File: src/source/id_pkg.sv
package id_pkg;

    localparam int NUM_REGS = 32;

    typedef logic [31:0] word_t;
    typedef logic [4:0]  reg_idx_t;
    typedef logic [31:0] reg_mask_t;   // one bit per register
    typedef logic [5:0]  opcode_t;

    localparam word_t PC_STEP = 32'd4;  // bytes per instruction

    // primary opcodes
    localparam opcode_t OP_RTYPE = 6'b000000;
    localparam opcode_t OP_LW    = 6'b100011;
    localparam opcode_t OP_SW    = 6'b101011;
    localparam opcode_t OP_BEQ   = 6'b000100;
    localparam opcode_t OP_ADDI  = 6'b001000;
    localparam opcode_t OP_ORI   = 6'b001101;
    localparam opcode_t OP_LUI   = 6'b001111;
    localparam opcode_t OP_J     = 6'b000010;

    // r-type funct codes
    localparam logic [5:0] FN_ADD  = 6'b100000;
    localparam logic [5:0] FN_ADDU = 6'b100001;
    localparam logic [5:0] FN_SUB  = 6'b100010;
    localparam logic [5:0] FN_SUBU = 6'b100011;

    // why a register is busy, steps toward ST_FREE each cycle
    typedef enum logic [1:0] {
        ST_FREE   = 2'b00,
        ST_RETIRE = 2'b01,   // result on the writeback path
        ST_LOAD   = 2'b10,   // load in flight, not forwardable yet
        ST_ALU    = 2'b11    // alu result available next cycle
    } reg_state_t;

    typedef enum logic [2:0] {
        BP_NONE   = 3'b000,
        BP_ST_WB  = 3'b001,
        BP_A_WB   = 3'b010,
        BP_B_WB   = 3'b011,
        BP_A_ALU  = 3'b100,
        BP_B_ALU  = 3'b101,
        BP_ST_ALU = 3'b110
    } bypass_sel_t;

    typedef struct packed {
        logic        slot;   // producing issue slot, 0 = first
        bypass_sel_t sel;
    } bypass_t;

    typedef enum logic [3:0] {
        ALU_OR  = 4'b0001,
        ALU_ADD = 4'b0010,
        ALU_SUB = 4'b0110
    } alu_op_t;

    typedef struct packed {
        logic [2:0] pc_src;
        logic [3:0] src_sel;    // {srca, srcb}
        alu_op_t    alu_op;
        logic       dmem_en;
        logic       dsrc;       // store data from bypass
        logic       dmem_read;
        logic       reg_write;
        reg_idx_t   dest;
        bypass_t    bypass;
        logic [7:0] reserved;
    } ctrl_word_t;

    typedef struct packed {
        word_t pc1;     // address after inst1
        word_t pc2;
        word_t inst1;
        word_t inst2;
    } fetch_bundle_t;

    typedef struct packed {
        logic       launch;
        reg_idx_t   dest;
        reg_state_t kind;
    } issue_rec_t;

    typedef struct packed {
        reg_state_t [NUM_REGS-1:0] state;
        reg_mask_t                 slot;   // producing slot per register
    } sb_state_t;

    function automatic opcode_t op_of(word_t inst);
        return inst[31:26];
    endfunction

    function automatic reg_idx_t rs_of(word_t inst);
        return inst[25:21];
    endfunction

    function automatic reg_idx_t rt_of(word_t inst);
        return inst[20:16];
    endfunction

    function automatic logic [5:0] funct_of(word_t inst);
        return inst[5:0];
    endfunction

    // register written by the instruction, 0 for none
    function automatic reg_idx_t dest_of(word_t inst);
        case (op_of(inst))
            OP_RTYPE:                       return inst[15:11];
            OP_ADDI, OP_LW, OP_ORI, OP_LUI: return inst[20:16];
            default:                        return '0;
        endcase
    endfunction

endpackage

File: src/source/scoreboard.sv
module scoreboard (
    input  logic               CLK,
    input  logic               RST,
    input  id_pkg::issue_rec_t issue1,
    input  id_pkg::issue_rec_t issue2,
    input  id_pkg::reg_mask_t  clr_w_mask,
    output id_pkg::reg_mask_t  busy,
    output id_pkg::sb_state_t  sb_state
);
    id_pkg::reg_mask_t busy_nxt;
    id_pkg::sb_state_t state_nxt;

    always_comb begin
        busy_nxt  = busy;
        state_nxt = sb_state;

        // age every entry one step
        for (int r = 0; r < id_pkg::NUM_REGS; r++) begin
            case (sb_state.state[r])
                id_pkg::ST_ALU, id_pkg::ST_LOAD: begin
                    state_nxt.state[r] = id_pkg::ST_RETIRE;
                end
                id_pkg::ST_RETIRE: begin
                    state_nxt.state[r] = id_pkg::ST_FREE;
                    busy_nxt[r]        = 1'b0;   // written back
                end
                default: ;
            endcase
        end

        // record this cycle's launches, slot 2 recorded last
        if (issue1.launch && issue1.dest != '0) begin
            busy_nxt[issue1.dest]        = 1'b1;
            state_nxt.state[issue1.dest] = issue1.kind;
            state_nxt.slot[issue1.dest]  = 1'b0;
        end
        if (issue2.launch && issue2.dest != '0) begin
            busy_nxt[issue2.dest]        = 1'b1;
            state_nxt.state[issue2.dest] = issue2.kind;
            state_nxt.slot[issue2.dest]  = 1'b1;
        end

        busy_nxt           = busy_nxt & ~clr_w_mask;  // writes completed elsewhere
        busy_nxt[0]        = 1'b0;                    // $zero is never busy
        state_nxt.state[0] = id_pkg::ST_FREE;
        state_nxt.slot[0]  = 1'b0;
    end

    always_ff @(posedge CLK) begin
        if (RST) begin
            busy     <= '0;
            sb_state <= '0;
        end else begin
            busy     <= busy_nxt;
            sb_state <= state_nxt;
        end
    end

endmodule

File: src/source/operand_check.sv
module operand_check (
    input  id_pkg::word_t      inst,
    input  id_pkg::reg_mask_t  busy,
    input  id_pkg::sb_state_t  sb_state,
    output logic               ok,
    output id_pkg::reg_idx_t   dest,
    output id_pkg::reg_state_t kind,
    output id_pkg::bypass_t    bypass
);
    id_pkg::opcode_t  opcode;
    id_pkg::reg_idx_t rs;
    id_pkg::reg_idx_t rt;
    id_pkg::bypass_t  bp_a;
    id_pkg::bypass_t  bp_b;
    logic             stall_a;
    logic             stall_b;
    logic             src_stall;

    assign opcode = id_pkg::op_of(inst);
    assign rs     = id_pkg::rs_of(inst);
    assign rt     = id_pkg::rt_of(inst);
    assign dest   = id_pkg::dest_of(inst);

    // route one busy alu source, returns 1 when it has to wait
    function automatic logic route_src(input id_pkg::reg_idx_t r, input logic to_b,
                                       output id_pkg::bypass_t bp);
        bp.slot   = sb_state.slot[r];
        bp.sel    = id_pkg::BP_NONE;
        route_src = 1'b0;
        case (sb_state.state[r])
            id_pkg::ST_ALU: begin
                if (to_b) bp.sel = id_pkg::BP_B_ALU;
                else      bp.sel = id_pkg::BP_A_ALU;
            end
            id_pkg::ST_RETIRE: begin
                if (to_b) bp.sel = id_pkg::BP_B_WB;
                else      bp.sel = id_pkg::BP_A_WB;
            end
            default: route_src = 1'b1;   // load data not there yet
        endcase
    endfunction

    always_comb begin
        stall_a = route_src(rs, 1'b0, bp_a);
        stall_b = route_src(rt, 1'b1, bp_b);
    end

    always_comb begin
        src_stall = 1'b0;
        bypass    = '0;
        case (opcode)
            id_pkg::OP_RTYPE, id_pkg::OP_BEQ: begin
                if (busy[rs] && busy[rt]) begin
                    src_stall = 1'b1;   // only one bypass per instruction
                end else if (busy[rs]) begin
                    src_stall = stall_a;
                    bypass    = bp_a;
                end else if (busy[rt]) begin
                    src_stall = stall_b;
                    bypass    = bp_b;
                end
            end
            id_pkg::OP_ADDI, id_pkg::OP_ORI, id_pkg::OP_LW: begin
                if (busy[rs]) begin
                    src_stall = stall_a;
                    bypass    = bp_a;
                end
            end
            id_pkg::OP_SW: begin
                if (busy[rs]) begin
                    src_stall = 1'b1;   // address base must be settled
                end else if (busy[rt]) begin
                    bypass.slot = sb_state.slot[rt];
                    case (sb_state.state[rt])
                        id_pkg::ST_ALU, id_pkg::ST_LOAD: bypass.sel = id_pkg::BP_ST_ALU;
                        id_pkg::ST_RETIRE:               bypass.sel = id_pkg::BP_ST_WB;
                        default:                         src_stall  = 1'b1;
                    endcase
                end
            end
            default: ;   // lui, j and illegal read nothing
        endcase
    end

    always_comb begin
        case (opcode)
            id_pkg::OP_LW: kind = id_pkg::ST_LOAD;
            id_pkg::OP_RTYPE, id_pkg::OP_ADDI, id_pkg::OP_ORI, id_pkg::OP_LUI: begin
                kind = id_pkg::ST_ALU;
            end
            default: kind = id_pkg::ST_FREE;
        endcase
    end

    assign ok = !busy[dest] && !src_stall;   // busy[0] is always clear

endmodule

File: src/source/main_decoder.sv
module main_decoder (
    input  id_pkg::word_t      inst,
    input  id_pkg::bypass_t    bypass,
    output id_pkg::ctrl_word_t ctrl
);
    id_pkg::opcode_t opcode;
    logic            legal;
    logic            writer;

    assign opcode = id_pkg::op_of(inst);

    always_comb begin
        ctrl   = '0;
        legal  = 1'b1;
        writer = 1'b0;
        case (opcode)
            id_pkg::OP_RTYPE: begin
                legal        = (inst != '0);   // all-zero word is a bubble
                writer       = 1'b1;
                ctrl.pc_src  = 3'd1;
                ctrl.src_sel = 4'd5;           // rs, rt
                case (id_pkg::funct_of(inst))
                    id_pkg::FN_ADD, id_pkg::FN_ADDU: ctrl.alu_op = id_pkg::ALU_ADD;
                    id_pkg::FN_SUB, id_pkg::FN_SUBU: ctrl.alu_op = id_pkg::ALU_SUB;
                    default:                         ctrl.alu_op = id_pkg::ALU_ADD;
                endcase
            end
            id_pkg::OP_LW, id_pkg::OP_ADDI: begin
                writer       = 1'b1;
                ctrl.pc_src  = 3'd1;
                ctrl.src_sel = 4'd6;           // rs, imm
                ctrl.alu_op  = id_pkg::ALU_ADD;
            end
            id_pkg::OP_SW: begin
                ctrl.pc_src  = 3'd1;
                ctrl.src_sel = 4'd6;
                ctrl.alu_op  = id_pkg::ALU_ADD;
            end
            id_pkg::OP_BEQ: begin
                ctrl.pc_src  = 3'd3;           // compare and branch
                ctrl.src_sel = 4'd5;
                ctrl.alu_op  = id_pkg::ALU_SUB;
            end
            id_pkg::OP_ORI: begin
                writer       = 1'b1;
                ctrl.pc_src  = 3'd0;           // zero-extended imm
                ctrl.src_sel = 4'd6;
                ctrl.alu_op  = id_pkg::ALU_OR;
            end
            id_pkg::OP_LUI: begin
                writer       = 1'b1;
                ctrl.pc_src  = 3'd1;
                ctrl.src_sel = 4'd2;           // zero + imm
                ctrl.alu_op  = id_pkg::ALU_ADD;
            end
            id_pkg::OP_J: begin
                ctrl.pc_src  = 3'd5;
                ctrl.alu_op  = id_pkg::ALU_ADD;
            end
            default: legal = 1'b0;
        endcase

        ctrl.dmem_en   = (opcode == id_pkg::OP_LW) || (opcode == id_pkg::OP_SW);
        ctrl.dmem_read = (opcode != id_pkg::OP_SW);
        ctrl.reg_write = writer;
        ctrl.dest      = id_pkg::dest_of(inst);
        ctrl.bypass    = bypass;

        // forwarded operands override the regfile source
        case (bypass.sel)
            id_pkg::BP_A_WB, id_pkg::BP_A_ALU: ctrl.src_sel[3:2] = 2'b11;
            id_pkg::BP_B_WB, id_pkg::BP_B_ALU: ctrl.src_sel[1:0] = 2'b11;
            id_pkg::BP_ST_ALU:                 ctrl.dsrc         = 1'b1;
            default: ;
        endcase

        if (!legal) begin
            ctrl = '0;
        end
    end

endmodule

File: src/source/issue_ctrl.sv
module issue_ctrl (
    input  logic                  CLK,
    input  logic                  RST,
    input  id_pkg::fetch_bundle_t fetch,
    input  logic                  ok1,
    input  logic                  ok2,
    input  id_pkg::reg_idx_t      dest1,
    input  id_pkg::reg_idx_t      dest2,
    input  id_pkg::reg_state_t    kind1,
    input  id_pkg::reg_state_t    kind2,
    input  id_pkg::ctrl_word_t    ctrl_in1,
    input  id_pkg::ctrl_word_t    ctrl_in2,
    input  logic                  ex_set_pc,
    input  id_pkg::word_t         ex_pc,
    output id_pkg::fetch_bundle_t bundle,
    output id_pkg::issue_rec_t    issue1,
    output id_pkg::issue_rec_t    issue2,
    output id_pkg::ctrl_word_t    ctrl1,
    output id_pkg::ctrl_word_t    ctrl2,
    output logic                  id_set_pc,
    output id_pkg::word_t         id_pc
);
    logic          launch1;
    logic          launch2;
    logic          pair_dep;
    logic          set_pc_nxt;
    id_pkg::word_t pc_nxt;

    // fetch pair captured every cycle, no back-pressure
    always_ff @(posedge CLK) begin
        if (RST) begin
            bundle <= '0;
        end else begin
            bundle <= fetch;
        end
    end

    // slot 2 may not overlap slot 1's result in the same pair
    assign pair_dep = (dest1 != '0) &&
                      ((dest2 == dest1) ||
                       (id_pkg::rs_of(bundle.inst2) == dest1) ||
                       (id_pkg::rt_of(bundle.inst2) == dest1));

    assign launch1 = ok1 && !ex_set_pc;           // execute override squashes both
    assign launch2 = launch1 && ok2 && !pair_dep;

    assign issue1 = '{launch: launch1, dest: dest1, kind: kind1};
    assign issue2 = '{launch: launch2, dest: dest2, kind: kind2};

    always_comb begin
        if (ex_set_pc) begin
            set_pc_nxt = 1'b1;
            pc_nxt     = ex_pc;
        end else if (launch2) begin
            set_pc_nxt = 1'b0;
            pc_nxt     = bundle.pc2;   // sequential, fetch not redirected
        end else if (launch1) begin
            set_pc_nxt = 1'b1;
            pc_nxt     = bundle.pc1;   // refetch slot 2
        end else begin
            set_pc_nxt = 1'b1;
            pc_nxt     = bundle.pc1 - id_pkg::PC_STEP;   // refetch whole pair
        end
    end

    always_ff @(posedge CLK) begin
        if (RST) begin
            ctrl1     <= '0;
            ctrl2     <= '0;
            id_set_pc <= 1'b0;
        end else begin
            ctrl1     <= launch1 ? ctrl_in1 : '0;
            ctrl2     <= launch2 ? ctrl_in2 : '0;
            id_set_pc <= set_pc_nxt;
        end
    end

    always_ff @(posedge CLK) begin
        id_pc <= pc_nxt;
    end

endmodule

File: src/source/id_stage.sv
module id_stage (
    input  logic                  CLK,
    input  logic                  RST,
    input  id_pkg::fetch_bundle_t fetch,
    input  id_pkg::reg_mask_t     clr_w_mask,
    input  logic                  ex_set_pc,
    input  id_pkg::word_t         ex_pc,
    output id_pkg::ctrl_word_t    ctrl1,
    output id_pkg::ctrl_word_t    ctrl2,
    output logic                  id_set_pc,
    output id_pkg::word_t         id_pc
);
    id_pkg::fetch_bundle_t bundle;
    id_pkg::reg_mask_t     busy;
    id_pkg::sb_state_t     sb_state;
    id_pkg::issue_rec_t    issue1;
    id_pkg::issue_rec_t    issue2;
    logic                  ok1;
    logic                  ok2;
    id_pkg::reg_idx_t      dest1;
    id_pkg::reg_idx_t      dest2;
    id_pkg::reg_state_t    kind1;
    id_pkg::reg_state_t    kind2;
    id_pkg::bypass_t       bp1;
    id_pkg::bypass_t       bp2;
    id_pkg::ctrl_word_t    dec1;
    id_pkg::ctrl_word_t    dec2;

    issue_ctrl u_issue (
        .CLK       (CLK),
        .RST       (RST),
        .fetch     (fetch),
        .ok1       (ok1),
        .ok2       (ok2),
        .dest1     (dest1),
        .dest2     (dest2),
        .kind1     (kind1),
        .kind2     (kind2),
        .ctrl_in1  (dec1),
        .ctrl_in2  (dec2),
        .ex_set_pc (ex_set_pc),
        .ex_pc     (ex_pc),
        .bundle    (bundle),
        .issue1    (issue1),
        .issue2    (issue2),
        .ctrl1     (ctrl1),
        .ctrl2     (ctrl2),
        .id_set_pc (id_set_pc),
        .id_pc     (id_pc)
    );

    scoreboard u_sb (
        .CLK        (CLK),
        .RST        (RST),
        .issue1     (issue1),
        .issue2     (issue2),
        .clr_w_mask (clr_w_mask),
        .busy       (busy),
        .sb_state   (sb_state)
    );

    operand_check u_chk1 (.inst(bundle.inst1), .busy(busy), .sb_state(sb_state),
                          .ok(ok1), .dest(dest1), .kind(kind1), .bypass(bp1));
    operand_check u_chk2 (.inst(bundle.inst2), .busy(busy), .sb_state(sb_state),
                          .ok(ok2), .dest(dest2), .kind(kind2), .bypass(bp2));

    main_decoder u_dec1 (.inst(bundle.inst1), .bypass(bp1), .ctrl(dec1));
    main_decoder u_dec2 (.inst(bundle.inst2), .bypass(bp2), .ctrl(dec2));

endmodule

File: config.mk
export PLATFORM = sky130hd
export DESIGN_NAME = id_stage
export DESIGN_NICKNAME = d
export VERILOG_FILES = /design/src/source/id_pkg.sv /design/src/source/scoreboard.sv /design/src/source/operand_check.sv /design/src/source/main_decoder.sv /design/src/source/issue_ctrl.sv /design/src/source/id_stage.sv
export SDC_FILE = /design/constraint.sdc
export NUM_CORES = 1
export LEC_CHECK = 0
export ABC_AREA = 0
export BUFFER_PORTS_ARGS = -buffer_cell sky130_fd_sc_hd__buf_2
export CORE_ASPECT_RATIO = 1.2
export CORE_UTILIZATION = 50
export DETAILED_ROUTE_END_ITERATION = 10
export PLACE_DENSITY = 0.74
export SYNTH_ARGS = -nofsm -noshare
export SYNTH_HDL_FRONTEND = slang
export SYNTH_SLANG_ARGS = --single-unit
export TNS_END_PERCENT = 20
File: constraint.sdc
create_clock -name CLK -period 3.37 [get_ports CLK]
set_clock_uncertainty 0.2 [all_clocks]
set_input_delay 0 -clock CLK [delete_from_list [all_inputs] [get_ports CLK]]
set_output_delay 0 -clock CLK [all_outputs]
set_load 0.05 [all_outputs]
==> flow_summary.html, run 1 <==
<table>
<tr><th>Metric</th><th>Value</th></tr>
<tr><th colspan="2">Run status</th></tr>
<tr><td>Status</td><td>aborted with a tool error</td></tr>
<tr><td>Last step reached</td><td>5_1_grt</td></tr>
<tr><td>First error</td><td>[ERROR GRT-0232] Routing congestion too high. Check the congestion heatmap in the GUI.</td></tr>
<tr><th colspan="2">Timing</th></tr>
<tr><td>Pin type at the end of the worst path</td><td>register data pin</td></tr>
<tr><td>Worst endpoint, post-GRT repair</td><td>u_issue.id_pc[22]$_DFF_P_/D</td></tr>
<tr><th colspan="2">Placed design</th></tr>
<tr><td>IO buf count</td><td>272</td></tr>
<tr><td>Detailed placer's ending HPWL</td><td>69.87 mm</td></tr>
<tr><td>Cell Area, Placed</td><td>24,080 um2</td></tr>
<tr><td>Routability congestion estimate</td><td>1.130</td></tr>
<tr><td>Placed Instances</td><td>3,091</td></tr>
<tr><th colspan="2">Synthesis</th></tr>
<tr><td>Yosys top cell by area</td><td>sky130_fd_sc_hd__dfxtp_1</td></tr>
<tr><td>Synth cell count leaders</td><td>331 x sky130_fd_sc_hd__dfxtp_1, 150 x sky130_fd_sc_hd__nor2b_1, 124 x sky130_fd_sc_hd__a21oi_1</td></tr>
<tr><td>Mean instance size in the synthesized netlist</td><td>9.428 um2</td></tr>
<tr><td>Largest cells by area after synthesis</td><td>sky130_fd_sc_hd__dfxtp_1 35%, sky130_fd_sc_hd__mux4_2 12%, sky130_fd_sc_hd__mux2i_1 5.4%</td></tr>
<tr><td>Mapped cell area</td><td>18,710 um2</td></tr>
<tr><td>Cells after Synth</td><td>1,984</td></tr>
<tr><td>Synthesis-stage register bit count</td><td>331</td></tr>
<tr><td>Synth top area share</td><td>0.3542</td></tr>
<tr><td>Most frequently used flop master after synthesis</td><td>sky130_fd_sc_hd__dfxtp_1</td></tr>
<tr><td>Number of enable-type register cells in the synthesized netlist</td><td>0</td></tr>
<tr><td>Yosys warning total</td><td>0</td></tr>
<tr><td>Post-synthesis sequential area ratio</td><td>0.3542</td></tr>
<tr><td>Unique masters post-synth</td><td>95</td></tr>
<tr><td>Most common cell in the netlist</td><td>sky130_fd_sc_hd__dfxtp_1</td></tr>
<tr><td>Post-synth ARST share</td><td>0</td></tr>
<tr><th colspan="2">CTS</th></tr>
<tr><td>CTS sink count</td><td>331</td></tr>
<tr><td>Buffer cell driving the clock tree root</td><td>sky130_fd_sc_hd__clkbuf_16</td></tr>
<tr><td>Number of buffers on the longest clock path</td><td>3</td></tr>
<tr><td>H-tree levels</td><td>2</td></tr>
<tr><td>TritonCTS buffer count</td><td>36</td></tr>
<tr><th colspan="2">Floorplanning</th></tr>
<tr><td>X dimension of the die</td><td>178.6 um</td></tr>
<tr><td>IO Pins</td><td>292</td></tr>
<tr><td>Row count</td><td>77</td></tr>
<tr><td>Die boundary height</td><td>213.9 um</td></tr>
<tr><td>Initial core utilization</td><td>0.5069</td></tr>
<tr><th colspan="2">Global route</th></tr>
<tr><td>Remaining global-route overflow</td><td>51</td></tr>
<tr><td>GRT Overall Usage</td><td>0.7361</td></tr>
<tr><td>Pin count of the biggest net entering global routing</td><td>126</td></tr>
</table>
[cells by family after synthesis]
| kind of cell | synth area share |
|---|---|
| AND/OR/NAND/NOR | 0.2003 |
| AO/OA/AOI/OAI | 0.1725 |
| flip-flops | 0.3542 |
| buffers and inverters | 0.05967 |
| multiplexers | 0.1927 |
| XOR/XNOR | 0.01920 |
| adder cells (fa/ha/maj) | 0.001204 |
| other | 0.0002005 |
[metrics by stage]
stage	util	setup TNS, ns	setup slack (ns)
after global placement	0.6527	-126.65	-0.9297
after detailed placement	0.6527	-127.02	-0.9450
after CTS	0.8129	-35.28	-0.3552
after floorplan	-	-0.01385	-0.009454
[routing by layer]
metal | track usage | overflow
met3 | 0.5601 | 1
met4 | 0.7607 | 21
met5 | 0.2331 | 1
met2 | 0.9206 | 27
met1 | 0.7266 | 1
[repair_timing]
action                                  4_1_cts
hold buffers                                259
resized for setup                           299
endpoints found under the setup margin      203
pin swaps                                    60
setup buffers                                56
gates cloned                                 13
endpoints found under the hold margin       197
==> run 2, diff against run 1 <==
CORE_ASPECT_RATIO = not set   (was 1.2)
CORE_UTILIZATION = 35   (was 50)
PLACE_DENSITY = not set   (was 0.74)
PLACE_DENSITY_LB_ADDON = 0.15   (was not set)
clock period = 4.4 ns   (was 3.37 ns; I/O delays follow)
==> run 2 against run 1 <==
The flow now finishes, with violations (negative hold slack). Synthesized cell count did not move. Area after synthesis unchanged.
==> flow_summary.html, run 2 <==
<table>
<tr><th>Metric</th><th>Value</th></tr>
<tr><th colspan="2">Synthesis</th></tr>
<tr><td>Adder and majority gate portion of the synthesized area</td><td>0.001204</td></tr>
<tr><td>Unique masters post-synth</td><td>95</td></tr>
<tr><td>Largest cells by area after synthesis</td><td>sky130_fd_sc_hd__dfxtp_1 35%, sky130_fd_sc_hd__mux4_2 12%, sky130_fd_sc_hd__mux2i_1 5.4%</td></tr>
<tr><td>Synthesis-stage register bit count</td><td>331</td></tr>
<tr><td>Mean instance size in the synthesized netlist</td><td>9.428 um2</td></tr>
<tr><td>XOR/XNOR share of the synthesized area</td><td>0.01920</td></tr>
<tr><td>Yosys warning total</td><td>0</td></tr>
<tr><td>Synth cell count leaders</td><td>331 x sky130_fd_sc_hd__dfxtp_1, 150 x sky130_fd_sc_hd__nor2b_1, 124 x sky130_fd_sc_hd__a21oi_1</td></tr>
<tr><td>Mux share of post-synthesis cell area</td><td>0.1927</td></tr>
<tr><td>Simple-gate portion of the synthesized area</td><td>0.2003</td></tr>
<tr><td>Most frequently used flop master after synthesis</td><td>sky130_fd_sc_hd__dfxtp_1</td></tr>
<tr><td>Post-synth ARST share</td><td>0</td></tr>
<tr><td>Synth top area share</td><td>0.3542</td></tr>
<tr><td>Most common cell in the netlist</td><td>sky130_fd_sc_hd__dfxtp_1</td></tr>
<tr><td>Synth Area in Compound Gates</td><td>0.1725</td></tr>
<tr><td>Number of enable-type register cells in the synthesized netlist</td><td>0</td></tr>
<tr><td>Post-synthesis sequential area ratio</td><td>0.3542</td></tr>
<tr><td>Combinational family with the most area after synthesis</td><td>simple AND/OR/NAND/NOR gates</td></tr>
<tr><td>Yosys top cell by area</td><td>sky130_fd_sc_hd__dfxtp_1</td></tr>
<tr><td>Cells after Synth</td><td>1,984</td></tr>
<tr><td>Mapped cell area</td><td>18,710 um2</td></tr>
<tr><th colspan="2">Timing</th></tr>
<tr><td>Number of max-slew violations in the final report</td><td>0</td></tr>
<tr><td>Number of endpoints with negative hold slack in the final report</td><td>1</td></tr>
<tr><td>Unrepaired setup endpoints after global routing</td><td>yes</td></tr>
<tr><td>Achievable Freq</td><td>236.6 MHz</td></tr>
<tr><td>Ratio of final minimum period to clock period</td><td>0.9605</td></tr>
<tr><td>Worst relative slew slack</td><td>0.1299</td></tr>
<tr><td>Worst Max-Slew Pin Slew</td><td>1.298 ns</td></tr>
<tr><td>Final worst hold slack</td><td>-0.01600 ns</td></tr>
<tr><td>Final critical path time including I/O delays and setup</td><td>4.226 ns</td></tr>
<tr><td>Setup Viol. Count Final</td><td>0</td></tr>
<tr><th colspan="2">CTS</th></tr>
<tr><td>Clock Pin Slew Worst Setup and Hold Paths</td><td>0.06 ns</td></tr>
<tr><td>CTS tree</td><td>done</td></tr>
<tr><td>TritonCTS buffer count</td><td>39</td></tr>
<tr><td>CTS sink count</td><td>331</td></tr>
<tr><td>Post-CTS Setup Bufs</td><td>0</td></tr>
<tr><td>H-tree levels</td><td>2</td></tr>
<tr><td>Number of buffers on the longest clock path</td><td>3</td></tr>
<tr><td>Source-to-sink clock delay at the later pin of the worst-skew pair</td><td>0.60 ns</td></tr>
<tr><td>Buffer cell driving the clock tree root</td><td>sky130_fd_sc_hd__clkbuf_16</td></tr>
<tr><th colspan="2">Pwr</th></tr>
<tr><td>Relative contribution of combinational cells to total power</td><td>0.211</td></tr>
<tr><td>Switching Power</td><td>2530 uW</td></tr>
<tr><td>Max rail drop VDD</td><td>333.3 uV</td></tr>
<tr><td>Static leakage</td><td>0.01056 uW</td></tr>
<tr><td>Pwr Total</td><td>8433 uW</td></tr>
<tr><td>Part of the power in the clock network</td><td>0.405</td></tr>
<tr><td>Internal power consumption</td><td>5903 uW</td></tr>
<tr><td>Switch share</td><td>0.3000</td></tr>
<tr><td>Power per Cell Area</td><td>311.9 nW/um2</td></tr>
<tr><td>Share of total power in sequential cells</td><td>0.384</td></tr>
<tr><th colspan="2">Worst setup path</th></tr>
<tr><td>Ordered list of cells on the worst path</td><td>buf_12, nor2b_1, buf_4, nand3_1, and4_1, a21oi_1, o21a_1, o211ai_1, nor4_2, buf_4, and4bb_4, buf_12, buf_12, nand4_1, buf_4, a21oi_1</td></tr>
<tr><td>CP Data Arrival Time</td><td>4.55 ns</td></tr>
<tr><td>Startpoint Class</td><td>register</td></tr>
<tr><td>Reg2Reg Capture Point</td><td>u_sb.sb_state[94]$_SDFF_PP0_</td></tr>
<tr><td>Peak fanout along the critical path</td><td>26</td></tr>
<tr><td>Worst stage delay on the critical path</td><td>0.46 ns</td></tr>
<tr><td>Register-to-Register Setup Slack</td><td>0.17 ns</td></tr>
<tr><td>Worst Setup End Kind</td><td>register</td></tr>
<tr><td>R2r startpoint</td><td>u_issue.bundle[22]$_SDFF_PP0_</td></tr>
<tr><td>CP Data Required Time</td><td>4.72 ns</td></tr>
<tr><td>Start-to-end type of the worst setup path</td><td>reg -&gt; reg</td></tr>
<tr><td>Master of the slowest instance on the critical path</td><td>sky130_fd_sc_hd__dfxtp_1</td></tr>
<tr><td>Cell depth of the worst flop-to-flop path</td><td>16</td></tr>
<tr><th colspan="2">Placed design</th></tr>
<tr><td>Detailed placer's ending HPWL</td><td>63.20 mm</td></tr>
<tr><td>IO buf count</td><td>272</td></tr>
<tr><td>Routability congestion estimate</td><td>0.9957</td></tr>
<tr><td>Cell Area, Placed</td><td>22,020 um2</td></tr>
<tr><th colspan="2">Route</th></tr>
<tr><td>Highest routed metal layer</td><td>met4</td></tr>
<tr><td>Post-DRT Antenna Nets</td><td>0</td></tr>
<tr><td>Met2 layer wire length in the routed design</td><td>39.86 mm</td></tr>
<tr><td>Total vias in the final route</td><td>20,070</td></tr>
<tr><td>Final WL</td><td>88.13 mm</td></tr>
<tr><td>First-iteration detailed-routing DRC count</td><td>2,034</td></tr>
<tr><td>Length of routed met3 wiring</td><td>7.610 mm</td></tr>
<tr><td>Via-per-instance ratio</td><td>5.840</td></tr>
<tr><td>Detailed-routing wirelength on met1</td><td>36.13 mm</td></tr>
<tr><td>Post-route DRC violation count</td><td>0</td></tr>
<tr><td>First-pass iteration count of the detailed router</td><td>6</td></tr>
<tr><td>Routed wirelength normalized by instance count</td><td>25.64 um</td></tr>
<tr><th colspan="2">Cells and area</th></tr>
<tr><td>Layout-stage area growth over the synthesis result</td><td>44.55%</td></tr>
<tr><td># fillers</td><td>4,739</td></tr>
<tr><td>Largest reg by FF count</td><td>u_issue.bundle</td></tr>
<tr><td>Leading cell type in the layout, fill and taps excluded</td><td>sky130_fd_sc_hd__dlygate4sd3_1</td></tr>
<tr><td>Final Instance Area</td><td>27,040 um2</td></tr>
<tr><td>Most used cells in the layout excluding fill and tap cells</td><td>362 x sky130_fd_sc_hd__dlygate4sd3_1, 325 x sky130_fd_sc_hd__dfxtp_1, 271 x sky130_fd_sc_hd__buf_2</td></tr>
<tr><td>Utilization of the core after routing</td><td>0.5135</td></tr>
<tr><td>Largest register FFs</td><td>128</td></tr>
<tr><td>Largest registers ranked by flip-flop count</td><td>u_issue.bundle (128), u_sb.sb_state (93), u_issue.id_pc (32)</td></tr>
<tr><td>NumNets Final</td><td>2,915</td></tr>
<tr><td>Share of cells above drive strength 1</td><td>0.2699</td></tr>
<tr><th colspan="2">Floorplanning</th></tr>
<tr><td>Initial core utilization</td><td>0.3552</td></tr>
<tr><td>Die boundary height</td><td>233.2 um</td></tr>
<tr><td>IO Pins</td><td>292</td></tr>
<tr><td>CORE AREA</td><td>52,660 um2</td></tr>
<tr><td>X dimension of the die</td><td>233.2 um</td></tr>
<tr><td>Row count</td><td>84</td></tr>
<tr><td>Die ar.</td><td>54,370 um2</td></tr>
<tr><th colspan="2">Min path</th></tr>
<tr><td>Cells on Worst Hold Path</td><td>3</td></tr>
<tr><td>Hold Crit Start</td><td>fetch[99]</td></tr>
<tr><td>Hold WC Path Type</td><td>in -&gt; reg</td></tr>
<tr><td>Worst Hold Path EP</td><td>u_issue.bundle[99]$_SDFF_PP0_</td></tr>
<tr><th colspan="2">Global route</th></tr>
<tr><td>Pin count of the biggest net entering global routing</td><td>89</td></tr>
<tr><td>Number of antenna violations at the first check in global routing</td><td>4</td></tr>
<tr><td>First-pass GRT wire length</td><td>129.7 mm</td></tr>
<tr><td>Number of global-route vias before repair</td><td>19,900</td></tr>
<tr><td>Remaining global-route overflow</td><td>0</td></tr>
<tr><td>GRT Overall Usage</td><td>0.3227</td></tr>
<tr><th colspan="2">Run</th></tr>
<tr><td># Max-Cap Violations</td><td>0</td></tr>
<tr><th colspan="2">Run status</th></tr>
<tr><td>Failing checks</td><td>negative hold slack</td></tr>
<tr><td>Status</td><td>finished with violations</td></tr>
</table>
run 2: cell counts after synthesis:
No cell type changed its count.
run 2: cell type report:
class,count,area [um2],area share
clock buffers,53,1069,0.03952
clock inverters,14,271.5,0.01004
repair buffers,845,6828,0.2525
flip-flops and latches,331,6641,0.2456
diodes,4,10.01,0.0003702
well taps,688,860.8,0.03184
inverters,71,266.5,0.009857
multi-input cells,1431,11090,0.4102
run 2: worst max path at each step:
stage	depth (start not counted)	end	startpoint	slack, ns
floorplan	10	u_issue.id_pc[23]$_DFF_P_	u_issue.bundle[16]$_SDFF_PP0_	0.94
global placement	14	u_sb.busy[17]$_SDFF_PP0_	u_issue.bundle[53]$_SDFF_PP0_	-0.07
detailed placement	14	u_sb.sb_state[66]$_SDFF_PP0_	u_issue.bundle[53]$_SDFF_PP0_	-0.01
CTS	14	u_sb.sb_state[82]$_SDFF_PP0_	u_issue.bundle[53]$_SDFF_PP0_	0.11
global route	13	u_sb.sb_state[82]$_SDFF_PP0_	u_issue.bundle[61]$_SDFF_PP0_	-0.01
finish	16	u_sb.sb_state[94]$_SDFF_PP0_	u_issue.bundle[22]$_SDFF_PP0_	0.17
run 2: kinds of logic after synthesis:
logic type                 count (synthesis)
AOI/OAI and AO/OA                        466
adders and majority gates                  2
and+or+nand+nor                          673
other                                      1
DFF                                      331
muxes                                    231
xor gates and xnor gates                  41
buffers and inverters                    239
run 2: per-layer routing:
metal | vias up | global-route usage
met2 | 1065 | 0.5077
li1 | 8863 | -
met3 | 253 | 0.07373
met1 | 9890 | 0.4163
met5 | - | 0
met4 | 0 | 0.1528
run 2: critical path: cells and delay by family, from the launching register on:
family	cells	cell delay, ns
compound gates	4	0.77
flops	1	0.46
simple gates	6	1.40
buf+inv	6	1.28
run 2: stage by stage:
stage	cells	TNS (ns)	setup slack, ns
6_report	3437	0	0.1738
5_1_grt	3436	-0.009567	-0.009567
4_1_cts	3432	0	0.1105
3_5_place_dp	3004	-0.02149	-0.01400
3_3_place_gp	3004	-0.1310	-0.06940
2_1_floorplan	2001	0	0.9386
run 2: power by group through the flow:
stage	logic (uW)	registers, uW	clock network [uW]
floorplan	738	3450	0
global placement	1490	3300	0
detailed placement	1490	3300	0
CTS	1740	3230	3450
global route	1870	3250	3590
finish	1780	3240	3410
run 2: repair_timing:
item                                    CTS  global route
endpoints found under the setup margin    2            65
endpoints found under the hold margin   233             1
resized for setup                         1            12
hold buffers                            361             1
Note: power is estimated with default switching activity, not from simulation.
